[config.mk]
export PLATFORM = sky130hd
export DESIGN_NAME = rv_core
export DESIGN_NICKNAME = d
export VERILOG_FILES = /design/src/rv_pkg.sv /design/src/rv_regfile.sv /design/src/rv_fetch.sv /design/src/rv_decode.sv /design/src/rv_execute.sv /design/src/rv_result.sv /design/src/rv_core.sv
export SDC_FILE = /design/constraint.sdc
export NUM_CORES = 2
export LEC_CHECK = 0
export BUFFER_PORTS_ARGS = -buffer_cell sky130_fd_sc_hd__buf_2
export CORE_MARGIN = 8
export CORE_UTILIZATION = 50
export DETAILED_ROUTE_END_ITERATION = 8
export MAX_ROUTING_LAYER = met4
export PLACE_DENSITY = 0.66
export RECOVER_POWER = 100
export SLEW_MARGIN = 20
export SYNTH_ARGS = -nofsm -noshare
export SYNTH_HDL_FRONTEND = slang
export SYNTH_SLANG_ARGS = --single-unit
[constraint.sdc]
create_clock -name clk -period 11.01 [get_ports clk]
set_clock_uncertainty 0.15 [all_clocks]
set_input_delay 2.202 -clock clk [delete_from_list [all_inputs] [get_ports clk]]
set_output_delay 2.202 -clock clk [all_outputs]
set_load 0.01 [all_outputs]
[src/rv_pkg.sv]
/*
 Shared definitions for the RV32I core
 Word and register index types, opcodes, funct3 codes, ALU and fetch enums
*/
package rv_pkg;

    // Data, address and instruction word
    typedef logic [31:0] rv_word;
    // Architectural register index
    typedef logic [4:0] rv_reg_id;
    // Major opcode field
    typedef logic [6:0] rv_opcode;
    // Minor function field
    typedef logic [2:0] rv_funct3;

    // Major opcodes of the kept subset
    localparam rv_opcode OP_REG    = 7'b0110011;
    localparam rv_opcode OP_IMM    = 7'b0010011;
    localparam rv_opcode OP_LUI    = 7'b0110111;
    localparam rv_opcode OP_LOAD   = 7'b0000011;
    localparam rv_opcode OP_STORE  = 7'b0100011;
    localparam rv_opcode OP_BRANCH = 7'b1100011;
    localparam rv_opcode OP_JAL    = 7'b1101111;

    // funct3 codes, ALU group
    localparam rv_funct3 F3_ADD  = 3'b000;
    localparam rv_funct3 F3_SLT  = 3'b010;
    localparam rv_funct3 F3_XOR  = 3'b100;
    localparam rv_funct3 F3_OR   = 3'b110;
    localparam rv_funct3 F3_AND  = 3'b111;
    // funct3 codes, memory and branch group
    localparam rv_funct3 F3_WORD = 3'b010;
    localparam rv_funct3 F3_BEQ  = 3'b000;
    localparam rv_funct3 F3_BNE  = 3'b001;

    // ALU operations, PASS_B forwards operand b for LUI
    typedef enum logic [2:0] {
        ALU_ADD, ALU_SUB, ALU_AND, ALU_OR, ALU_XOR, ALU_SLT, ALU_PASS_B
    } rv_alu_op;

    // Address of the first fetch
    localparam rv_word RESET_PC = 32'h0000_0000;
    // Destination of a slot that writes nothing
    localparam rv_reg_id NOP_ID = 5'd0;

    // Fetch FSM, one request outstanding at most
    typedef enum logic {IDLE, WAIT} rv_fetch_state;

endpackage

[src/rv_regfile.sv]
/*
 Integer register file, 32 x 32 bits
 Two combinational reads with write-through, one synchronous write
*/
`timescale 1ns/1ps

module rv_regfile (
    input  logic             clk,
    input  rv_pkg::rv_reg_id rs1,
    input  rv_pkg::rv_reg_id rs2,
    output rv_pkg::rv_word   rd1,
    output rv_pkg::rv_word   rd2,
    input  logic             wb_en,
    input  rv_pkg::rv_reg_id wb_rd,
    input  rv_pkg::rv_word   wb_data
);

    rv_pkg::rv_word regs [32];

    // x0 never stored
    always_ff @(posedge clk) begin
        if (wb_en && wb_rd != rv_pkg::NOP_ID)
            regs[wb_rd] <= wb_data;
    end

    // Same-cycle write is seen by decode
    assign rd1 = (rs1 == rv_pkg::NOP_ID) ? '0 :
                 (wb_en && wb_rd == rs1) ? wb_data : regs[rs1];
    assign rd2 = (rs2 == rv_pkg::NOP_ID) ? '0 :
                 (wb_en && wb_rd == rs2) ? wb_data : regs[rs2];

endmodule

[src/rv_fetch.sv]
/*
 Fetch stage with PC, instruction request FSM,
 one-word skid buffer and the fetch/decode register
*/
`timescale 1ns/1ps

module rv_fetch (
    input  logic           clk,
    input  logic           resetn,
    output logic           instr_req,
    output rv_pkg::rv_word instr_addr,
    input  logic           instr_done,
    input  rv_pkg::rv_word instr_rdata,
    input  logic           hold,
    input  logic           redirect,
    input  rv_pkg::rv_word redirect_pc,
    output logic           fd_valid,
    output rv_pkg::rv_word fd_pc,
    output rv_pkg::rv_word fd_instr
);

    rv_pkg::rv_fetch_state state;
    rv_pkg::rv_word pc;
    rv_pkg::rv_word req_addr;
    rv_pkg::rv_word buf_pc;
    rv_pkg::rv_word buf_instr;
    logic drop;
    logic buf_valid;
    logic got;
    logic advance;

    // Address held stable while the request is open
    assign instr_req  = (state == rv_pkg::WAIT);
    assign instr_addr = req_addr;
    // Word returned for the current path
    assign got = instr_req && instr_done && !drop;
    // Fetch/decode slot free or being consumed
    assign advance = !fd_valid || !hold;

    always_ff @(posedge clk) begin
        if (!resetn) begin
            state     <= rv_pkg::IDLE;
            pc        <= rv_pkg::RESET_PC;
            drop      <= 1'b0;
            fd_valid  <= 1'b0;
            buf_valid <= 1'b0;
        end else begin
            case (state)
                // No new request while a word waits in the buffer
                rv_pkg::IDLE: if (redirect || !buf_valid) state <= rv_pkg::WAIT;
                rv_pkg::WAIT: begin
                    if (instr_done) begin
                        state <= rv_pkg::IDLE;
                        drop  <= 1'b0;
                    end else if (redirect) begin
                        // Outstanding word belongs to the old path
                        drop <= 1'b1;
                    end
                end
                default: state <= rv_pkg::IDLE;
            endcase
            if (redirect) begin
                pc        <= redirect_pc;
                fd_valid  <= 1'b0;
                buf_valid <= 1'b0;
            end else begin
                if (got)
                    pc <= pc + 32'd4;
                // Buffer is older than any new word
                if (advance) begin
                    fd_valid  <= buf_valid || got;
                    buf_valid <= 1'b0;
                end else if (got) begin
                    buf_valid <= 1'b1;
                end
            end
        end
    end

    always_ff @(posedge clk) begin
        if (state == rv_pkg::IDLE)
            req_addr <= redirect ? redirect_pc : pc;
        if (advance) begin
            fd_pc    <= buf_valid ? buf_pc : req_addr;
            fd_instr <= buf_valid ? buf_instr : instr_rdata;
        end
        if (got) begin
            buf_pc    <= req_addr;
            buf_instr <= instr_rdata;
        end
    end

endmodule

[src/rv_decode.sv]
/*
 Decode stage with field and immediate extraction, ALU select,
 read-after-write interlock and the decode/execute register
*/
`timescale 1ns/1ps

module rv_decode (
    input  logic             clk,
    input  logic             resetn,
    input  logic             fd_valid,
    input  rv_pkg::rv_word   fd_pc,
    input  rv_pkg::rv_word   fd_instr,
    input  logic             hold,
    input  logic             redirect,
    output rv_pkg::rv_reg_id rs1,
    output rv_pkg::rv_reg_id rs2,
    input  rv_pkg::rv_word   rd1,
    input  rv_pkg::rv_word   rd2,
    input  rv_pkg::rv_reg_id ex_rd,
    input  logic             ex_valid,
    input  rv_pkg::rv_reg_id wb_rd,
    input  logic             wb_en,
    output logic             dec_stall,
    output logic             de_valid,
    output rv_pkg::rv_word   de_pc,
    output rv_pkg::rv_opcode de_op,
    output rv_pkg::rv_alu_op de_alu_op,
    output rv_pkg::rv_word   de_a,
    output rv_pkg::rv_word   de_b,
    output rv_pkg::rv_word   de_imm,
    output rv_pkg::rv_reg_id de_rd,
    output rv_pkg::rv_word   de_store_data
);

    rv_pkg::rv_opcode opcode;
    rv_pkg::rv_opcode op;
    rv_pkg::rv_funct3 funct3;
    rv_pkg::rv_alu_op alu_op;
    rv_pkg::rv_reg_id dst;
    rv_pkg::rv_word imm_i;
    rv_pkg::rv_word imm_s;
    rv_pkg::rv_word imm_b;
    rv_pkg::rv_word imm_u;
    rv_pkg::rv_word imm_j;
    rv_pkg::rv_word opb;
    rv_pkg::rv_word imm;
    logic legal;
    logic use_rs1;
    logic use_rs2;
    logic hit1;
    logic hit2;
    logic issue;

    assign opcode = fd_instr[6:0];
    assign funct3 = fd_instr[14:12];
    assign rs1    = fd_instr[19:15];
    assign rs2    = fd_instr[24:20];
    // Immediates, sign taken from bit 31
    assign imm_i = {{20{fd_instr[31]}}, fd_instr[31:20]};
    assign imm_s = {{20{fd_instr[31]}}, fd_instr[31:25], fd_instr[11:7]};
    assign imm_b = {{19{fd_instr[31]}}, fd_instr[31], fd_instr[7], fd_instr[30:25],
                    fd_instr[11:8], 1'b0};
    assign imm_u = {fd_instr[31:12], 12'b0};
    assign imm_j = {{11{fd_instr[31]}}, fd_instr[31], fd_instr[19:12], fd_instr[20],
                    fd_instr[30:21], 1'b0};

    always_comb begin
        op      = opcode;
        alu_op  = rv_pkg::ALU_ADD;
        dst     = fd_instr[11:7];
        opb     = imm_i;
        imm     = imm_i;
        legal   = 1'b1;
        use_rs1 = 1'b1;
        use_rs2 = 1'b0;
        case (opcode)
            rv_pkg::OP_REG: begin
                use_rs2 = 1'b1;
                opb     = rd2;
                case (funct3)
                    rv_pkg::F3_ADD: begin
                        if (fd_instr[30])
                            alu_op = rv_pkg::ALU_SUB;
                    end
                    rv_pkg::F3_AND: alu_op = rv_pkg::ALU_AND;
                    rv_pkg::F3_OR:  alu_op = rv_pkg::ALU_OR;
                    rv_pkg::F3_XOR: alu_op = rv_pkg::ALU_XOR;
                    rv_pkg::F3_SLT: alu_op = rv_pkg::ALU_SLT;
                    default:        legal  = 1'b0;
                endcase
            end
            rv_pkg::OP_IMM: begin
                case (funct3)
                    rv_pkg::F3_ADD: alu_op = rv_pkg::ALU_ADD;
                    rv_pkg::F3_AND: alu_op = rv_pkg::ALU_AND;
                    rv_pkg::F3_OR:  alu_op = rv_pkg::ALU_OR;
                    rv_pkg::F3_XOR: alu_op = rv_pkg::ALU_XOR;
                    default:        legal  = 1'b0;
                endcase
            end
            rv_pkg::OP_LUI: begin
                use_rs1 = 1'b0;
                opb     = imm_u;
                alu_op  = rv_pkg::ALU_PASS_B;
            end
            // Word accesses only
            rv_pkg::OP_LOAD: legal = (funct3 == rv_pkg::F3_WORD);
            rv_pkg::OP_STORE: begin
                use_rs2 = 1'b1;
                opb     = imm_s;
                dst     = rv_pkg::NOP_ID;
                legal   = (funct3 == rv_pkg::F3_WORD);
            end
            // BEQ compares by SUB, BNE by XOR
            rv_pkg::OP_BRANCH: begin
                use_rs2 = 1'b1;
                opb     = rd2;
                imm     = imm_b;
                dst     = rv_pkg::NOP_ID;
                if (funct3 == rv_pkg::F3_BNE)
                    alu_op = rv_pkg::ALU_XOR;
                else if (funct3 == rv_pkg::F3_BEQ)
                    alu_op = rv_pkg::ALU_SUB;
                else
                    legal = 1'b0;
            end
            rv_pkg::OP_JAL: begin
                use_rs1 = 1'b0;
                imm     = imm_j;
            end
            default: legal = 1'b0;
        endcase
        // Unsupported encodings retire with no effect
        if (!legal) begin
            op      = '0;
            dst     = rv_pkg::NOP_ID;
            use_rs1 = 1'b0;
            use_rs2 = 1'b0;
        end
    end

    // Source pending in execute, or in result and not written this cycle
    assign hit1 = (rs1 != rv_pkg::NOP_ID) &&
                  ((de_valid && de_rd == rs1) ||
                   (ex_valid && ex_rd == rs1 && !(wb_en && wb_rd == rs1)));
    assign hit2 = (rs2 != rv_pkg::NOP_ID) &&
                  ((de_valid && de_rd == rs2) ||
                   (ex_valid && ex_rd == rs2 && !(wb_en && wb_rd == rs2)));
    assign dec_stall = fd_valid && ((use_rs1 && hit1) || (use_rs2 && hit2));
    assign issue     = fd_valid && !dec_stall;

    // Stall or redirect leaves a bubble
    always_ff @(posedge clk) begin
        if (!resetn || redirect) begin
            de_valid <= 1'b0;
            de_rd    <= rv_pkg::NOP_ID;
        end else if (!hold) begin
            de_valid <= issue;
            de_rd    <= issue ? dst : rv_pkg::NOP_ID;
        end
    end

    always_ff @(posedge clk) begin
        if (!hold) begin
            de_pc         <= fd_pc;
            de_op         <= op;
            de_alu_op     <= alu_op;
            de_a          <= rd1;
            de_b          <= opb;
            de_imm        <= imm;
            de_store_data <= rd2;
        end
    end

endmodule

[src/rv_execute.sv]
/*
 Execute stage with ALU, branch and jump resolution,
 redirect to fetch and decode, and the execute/result register
*/
`timescale 1ns/1ps

module rv_execute (
    input  logic             clk,
    input  logic             resetn,
    input  logic             de_valid,
    input  rv_pkg::rv_word   de_pc,
    input  rv_pkg::rv_opcode de_op,
    input  rv_pkg::rv_alu_op de_alu_op,
    input  rv_pkg::rv_word   de_a,
    input  rv_pkg::rv_word   de_b,
    input  rv_pkg::rv_word   de_imm,
    input  rv_pkg::rv_reg_id de_rd,
    input  rv_pkg::rv_word   de_store_data,
    input  logic             hold,
    output logic             redirect,
    output rv_pkg::rv_word   redirect_pc,
    output logic             ex_valid,
    output rv_pkg::rv_reg_id ex_rd,
    output rv_pkg::rv_word   ex_value,
    output logic             ex_is_load,
    output logic             ex_is_store,
    output rv_pkg::rv_word   ex_store_data
);

    rv_pkg::rv_word alu_res;
    logic is_branch;
    logic is_jal;
    logic cond;

    always_comb begin
        case (de_alu_op)
            rv_pkg::ALU_SUB:    alu_res = de_a - de_b;
            rv_pkg::ALU_AND:    alu_res = de_a & de_b;
            rv_pkg::ALU_OR:     alu_res = de_a | de_b;
            rv_pkg::ALU_XOR:    alu_res = de_a ^ de_b;
            rv_pkg::ALU_SLT:    alu_res = {31'b0, $signed(de_a) < $signed(de_b)};
            rv_pkg::ALU_PASS_B: alu_res = de_b;
            default:            alu_res = de_a + de_b;
        endcase
    end

    assign is_branch = de_valid && (de_op == rv_pkg::OP_BRANCH);
    assign is_jal    = de_valid && (de_op == rv_pkg::OP_JAL);
    // Zero difference means equal, XOR inverts the sense for BNE
    assign cond = (alu_res == '0) ^ (de_alu_op == rv_pkg::ALU_XOR);

    // Fires once, when the branch leaves execute
    assign redirect    = ((is_branch && cond) || is_jal) && !hold;
    assign redirect_pc = de_pc + de_imm;

    always_ff @(posedge clk) begin
        if (!resetn) begin
            ex_valid    <= 1'b0;
            ex_rd       <= rv_pkg::NOP_ID;
            ex_is_load  <= 1'b0;
            ex_is_store <= 1'b0;
        end else if (!hold) begin
            ex_valid    <= de_valid;
            ex_rd       <= de_valid ? de_rd : rv_pkg::NOP_ID;
            ex_is_load  <= de_valid && (de_op == rv_pkg::OP_LOAD);
            ex_is_store <= de_valid && (de_op == rv_pkg::OP_STORE);
        end
    end

    // Link value for JAL, address for loads and stores
    always_ff @(posedge clk) begin
        if (!hold) begin
            ex_value      <= is_jal ? de_pc + 32'd4 : alu_res;
            ex_store_data <= de_store_data;
        end
    end

endmodule

[src/rv_result.sv]
/*
 Result stage with data memory request/done handshake
 and register file write-back
*/
`timescale 1ns/1ps

module rv_result (
    input  logic             clk,
    input  logic             resetn,
    input  logic             ex_valid,
    input  rv_pkg::rv_reg_id ex_rd,
    input  rv_pkg::rv_word   ex_value,
    input  logic             ex_is_load,
    input  logic             ex_is_store,
    input  rv_pkg::rv_word   ex_store_data,
    output logic             data_req,
    output logic             data_we,
    output rv_pkg::rv_word   data_addr,
    output rv_pkg::rv_word   data_wdata,
    input  logic             data_done,
    input  rv_pkg::rv_word   data_rdata,
    output logic             mem_busy,
    output logic             wb_en,
    output rv_pkg::rv_reg_id wb_rd,
    output rv_pkg::rv_word   wb_data
);

    logic access;
    logic done;

    assign access = ex_valid && (ex_is_load || ex_is_store);
    assign done   = data_req && data_done;

    // Request opens the cycle after the access arrives
    // and closes after done
    always_ff @(posedge clk) begin
        if (!resetn)
            data_req <= 1'b0;
        else
            data_req <= access && !done;
    end

    // Execute/result register is stable while held
    assign data_we    = ex_is_store;
    assign data_addr  = ex_value;
    assign data_wdata = ex_store_data;

    // Upstream frozen until the access completes
    assign mem_busy = access && !done;

    // Loads write on done, ALU results on arrival
    assign wb_en   = ex_valid && (ex_rd != rv_pkg::NOP_ID) && (!ex_is_load || done);
    assign wb_rd   = ex_rd;
    assign wb_data = ex_is_load ? data_rdata : ex_value;

endmodule

[src/rv_core.sv]
/*
 RV32I core top level
 Fetch, decode, execute and result stages around the register file
*/
`timescale 1ns/1ps

module rv_core (
    input  logic           clk,
    input  logic           resetn,
    output logic           instr_req,
    output rv_pkg::rv_word instr_addr,
    input  logic           instr_done,
    input  rv_pkg::rv_word instr_rdata,
    output logic           data_req,
    output logic           data_we,
    output rv_pkg::rv_word data_addr,
    output rv_pkg::rv_word data_wdata,
    input  logic           data_done,
    input  rv_pkg::rv_word data_rdata
);

    logic fd_valid, dec_stall, mem_busy, fetch_hold, redirect;
    rv_pkg::rv_word fd_pc, fd_instr, rd1, rd2, redirect_pc;
    rv_pkg::rv_reg_id rs1, rs2;
    logic de_valid;
    rv_pkg::rv_word de_pc, de_a, de_b, de_imm, de_store_data;
    rv_pkg::rv_opcode de_op;
    rv_pkg::rv_alu_op de_alu_op;
    rv_pkg::rv_reg_id de_rd, ex_rd, wb_rd;
    logic ex_valid, ex_is_load, ex_is_store, wb_en;
    rv_pkg::rv_word ex_value, ex_store_data, wb_data;

    // Fetch also waits on the decode interlock
    assign fetch_hold = dec_stall | mem_busy;

    rv_regfile u_regfile (.clk, .rs1, .rs2, .rd1, .rd2, .wb_en, .wb_rd, .wb_data);

    rv_fetch u_fetch (
        .clk, .resetn, .instr_req, .instr_addr, .instr_done, .instr_rdata,
        .hold(fetch_hold), .redirect, .redirect_pc, .fd_valid, .fd_pc, .fd_instr
    );

    rv_decode u_decode (
        .clk, .resetn, .fd_valid, .fd_pc, .fd_instr, .hold(mem_busy), .redirect,
        .rs1, .rs2, .rd1, .rd2, .ex_rd, .ex_valid, .wb_rd, .wb_en, .dec_stall,
        .de_valid, .de_pc, .de_op, .de_alu_op, .de_a, .de_b, .de_imm, .de_rd, .de_store_data
    );

    rv_execute u_execute (
        .clk, .resetn, .de_valid, .de_pc, .de_op, .de_alu_op, .de_a, .de_b, .de_imm,
        .de_rd, .de_store_data, .hold(mem_busy), .redirect, .redirect_pc,
        .ex_valid, .ex_rd, .ex_value, .ex_is_load, .ex_is_store, .ex_store_data
    );

    rv_result u_result (
        .clk, .resetn, .ex_valid, .ex_rd, .ex_value, .ex_is_load, .ex_is_store,
        .ex_store_data, .data_req, .data_we, .data_addr, .data_wdata, .data_done,
        .data_rdata, .mem_busy, .wb_en, .wb_rd, .wb_data
    );

endmodule

==> impl_summary.txt <==
----------------------------------------------------
[Critical path]
  Worst endpoint data arrival time ... 9.25 ns
  Worst setup path category ... reg -> reg
  Critical-path cell list ... buf_4 > clkinv_1 > nand3_1 > clkbuf_1 > o221ai_1 > a221oi_1 > a21boi_0 > nand4b_1 > or4_1 > o211ai_1 > nand3_2 > buf_4 > mux2_1
  Peak per-stage delay on the critical path ... 1.22 ns
  Crit Path Max Fanout ... 53
  Nature of the critical path endpoint ... register
  Slowest cell on crit path ... sky130_fd_sc_hd__clkbuf_1
  Worst-case register-to-register setup slack ... 2.15 ns
  Cell type with the highest occurrence count on the critical path ... sky130_fd_sc_hd__buf_4
  Worst endpoint required time ... 11.41 ns
  Category of the worst setup path launch point ... register

[Global route]
  Via count of the first global-routing pass ... 44,650
  Maximum number of pins on one net before global-route repair ... 99
  Layer with the highest usage after global routing ... met2
  Tot GR Track Use ... 0.292
  Met2 capacity usage during global routing ... 0.461
  Met3 global-route usage ... 0.0589
  Global route overflow ... 0
  Met1 track demand over resource ... 0.372
  Number of antenna violations at the first check in global routing ... 5
  First-pass GRT wire length ... 324,000 um

[STA]
  Final setup slack of the worst path ... 2.15 ns
  Max-slew headroom ... -1.89
  Final number of max-transition violations ... 1,553
  Min Clock Period, post-route ... 8.86 ns
  Slew @ Worst Pin ... 4.34 ns
  RSZ-0062 raised after global routing ... no
  Hold Fails Final Rpt ... 0
  Post-Route Setup TNS ... 0 ns
  Fmax ... 113 MHz
  Total of endpoints with negative setup slack in the final report ... 0
  Share of the clock period used by the worst path after layout ... 0.804

[Synthesis]
  Post-Syn Area per Cell ... 16.3 um^2
  Number of flip-flops and latches in the synthesized netlist ... 1,463
  Yosys warning count ... 0
  Synth Cell Area ... 0.0732 mm^2
  Count of different cell masters after synthesis ... 97
  Part of the Yosys area used for sequential elements ... 0.593
  Prevailing post-synth register cell ... sky130_fd_sc_hd__edfxtp_1
  Fraction of synthesis flops using an asynchronous set or reset pin ... 0
  Number of flops mapped to enable cells by yosys ... 1,407
  Number of instances in the synthesized netlist ... 4,493

[Final layout]
  Area growth from synthesis to layout ... 10.8%
  Fill cell instance count of the final layout ... 11,358
  Flip-flop count of the largest register, all copies and words added ... 1,024
  Proportion of layout cells with a drive suffix above 1 ... 0.237
  Most flop-heavy register ... u_regfile.regs
  Final #Nets ... 4,841

[Route]
  Starting DRC count in detailed routing ... 5,573
  Number of detailed-routing iterations run before antenna repair ... 6
  DRC ... 0
  Via count of the routed design ... 45,284
  Via density per instance ... 6.77
  WL final ... 228,000 um
  Routed wire per std cell ... 34.1 um
  Number of nets with antenna violations after routing ... 0

[Floorplan]
  Width of the die ... 399 um
  Row Count ... 140
  Die outline height ... 399 um
  Effective utilization at floorplan ... 0.503
  Ports ... 167
  Area of the core ... 0.146 mm^2
  Die area ... 0.159 mm^2

[Clock network]
  CTS Buf Count ... 155
  Clock H-tree levels ... 4
  TritonCTS clock tree ... done
  Total of cells resized after clock tree synthesis ... 0
  Post-CTS setup-driven buffer insertion count ... 0
  Register clock-pin slew on the reported worst setup and hold paths ... 0.06 ns
  Hold-fix buffers at CTS ... 0
  Worst-skew pair later-pin latency ... 0.81 ns
  Sinks on the clock net ... 1,463
  Longest Clk Path Bufs ... 3
  Clock Root Buffer ... sky130_fd_sc_hd__clkbuf_16

[Pwr]
  Power density over cell area ... 173 mW/mm^2
  Leakage power summed over all cells ... 26.6 nW
  Maximum vdd drop ... 0.178 mV

[Placement]
  Port bufs ... 166
  Setup WS pre-CTS ... 3.96 ns
  DPL Wire Length ... 140,000 um
  Last weighted congestion value of the routability-driven placer ... 1.00

[Status]
  Failing checks ... capacitance limit, slew limit
  Result of the run ... finished with violations

[Flow run]
  Max-Cap Viols ... 43

[Min path]
  Worst Hold Class ... reg -> reg

----------------------------------------------------
-- layout by cell type (no fill, tap or decap), types with 36 or more instances in the layout --
master / count
sky130_fd_sc_hd__a211oi_1: 161
sky130_fd_sc_hd__a21o_1: 36
sky130_fd_sc_hd__a21oi_1: 154
sky130_fd_sc_hd__buf_2: 43
sky130_fd_sc_hd__buf_4: 46
sky130_fd_sc_hd__clkbuf_1: 208
sky130_fd_sc_hd__clkbuf_16: 157
sky130_fd_sc_hd__dfxtp_1: 50
sky130_fd_sc_hd__edfxtp_1: 1407
sky130_fd_sc_hd__ha_1: 129
sky130_fd_sc_hd__inv_1: 151
sky130_fd_sc_hd__mux2_2: 83
sky130_fd_sc_hd__mux2i_1: 63
sky130_fd_sc_hd__mux4_2: 640
sky130_fd_sc_hd__nand2_1: 198
sky130_fd_sc_hd__nand3_1: 59
sky130_fd_sc_hd__nor2_1: 148
sky130_fd_sc_hd__nor2b_1: 86
sky130_fd_sc_hd__nor3_1: 41
sky130_fd_sc_hd__o21ai_0: 118
sky130_fd_sc_hd__xnor2_1: 61
sky130_fd_sc_hd__xor2_1: 50
-- per-layer routing --
metal  wire length [um]  share of wire
met4              11000          0.048
met2             110000           0.48
met5                  0              0
met1              85600           0.38
met3              21300          0.094
-- worst paths after layout --
path,start,to,cells past startpoint
max,u_decode.de_alu_op[1],u_fetch.instr_addr[16],13
min reg2reg,u_fetch.fd_pc[0],u_decode.de_pc[0],0
min,u_fetch.fd_pc[0],u_decode.de_pc[0],0
max reg2reg,u_decode.de_alu_op[1],u_fetch.instr_addr[16],13
-- kinds of logic (layout without fill, tap and decap cells) --
group | Yosys count | count (layout) | synth area share
buffers and inverters | 469 | 710 | 0.0254
adder cells (fa/ha/maj) | 132 | 132 | 0.0229
other | 1 | 35 | 0.0000512
AND/OR/NAND/NOR | 737 | 737 | 0.0498
multiplexers | 810 | 810 | 0.222
XOR/XNOR | 111 | 111 | 0.0133
AO/OA/AOI/OAI | 770 | 770 | 0.0738
flip-flops | 1463 | 1463 | 0.593
-- where the power goes --
part	internal, W	switching, W	total [W]
clock	0.00296	0.00227	0.00524
combinational	0.000630	0.00138	0.00201
sequential	0.00666	0.000151	0.00681
total	0.0103	0.00381	0.0141
-- cell usage after synthesis, types with 56 or more instances --
cell type,n,area share
sky130_fd_sc_hd__a21oi_1,154,0.011
sky130_fd_sc_hd__o21ai_0,118,0.0081
sky130_fd_sc_hd__nand3_1,60,0.0041
sky130_fd_sc_hd__ha_1,129,0.022
sky130_fd_sc_hd__nor2_1,182,0.0093
sky130_fd_sc_hd__inv_1,151,0.0077
sky130_fd_sc_hd__clkbuf_1,206,0.011
sky130_fd_sc_hd__nand2_1,198,0.010
sky130_fd_sc_hd__dfxtp_1,56,0.015
sky130_fd_sc_hd__xnor2_1,61,0.0073
sky130_fd_sc_hd__mux2i_1,63,0.0086
sky130_fd_sc_hd__a211oi_1,158,0.016
sky130_fd_sc_hd__mux4_2,640,0.20
sky130_fd_sc_hd__nor2b_1,87,0.0074
sky130_fd_sc_hd__buf_1,72,0.0037
sky130_fd_sc_hd__edfxtp_1,1407,0.58
sky130_fd_sc_hd__mux2_2,92,0.014
-- through the flow --
stage / hold slack [ns] / instances / area, um^2 / total power [W] / util
3_3_place_gp: 0.252 / 6401 / 76400 / 0.00891 / 0.525
5_1_grt: 0.272 / 6683 / 81100 / 0.0145 / 0.557
6_report: 0.266 / 6685 / 81100 / 0.0141 / 0.557
2_1_floorplan: 0.250 / 4524 / 73300 / 0.00807 / -
3_5_place_dp: 0.255 / 6401 / 76400 / 0.00892 / 0.525
4_1_cts: 0.269 / 6682 / 81500 / 0.0141 / 0.560
-- worst max-delay path: cells and delay by family (launching register included) --
family	cells	cell delay (ns)
AOI/OAI and AO/OA	4	2.45
and+or+nand+nor	4	2.12
buffers and inverters	4	3.08
DFF	1	0.33
muxes	1	0.37
-- layout make-up --
type	instances	area, um^2	share of cell area
clock inverter	90	971	0.0120
clock buffer	191	4110	0.0506
sequential	1463	43400	0.535
antenna	3	7.51	0.0000926
inverter	155	589	0.00727
timing repair buffer	274	1340	0.0165
multi-input combinational	2592	28300	0.349
tap	1917	2400	0.0296
(Power assumes the default switching activity.)
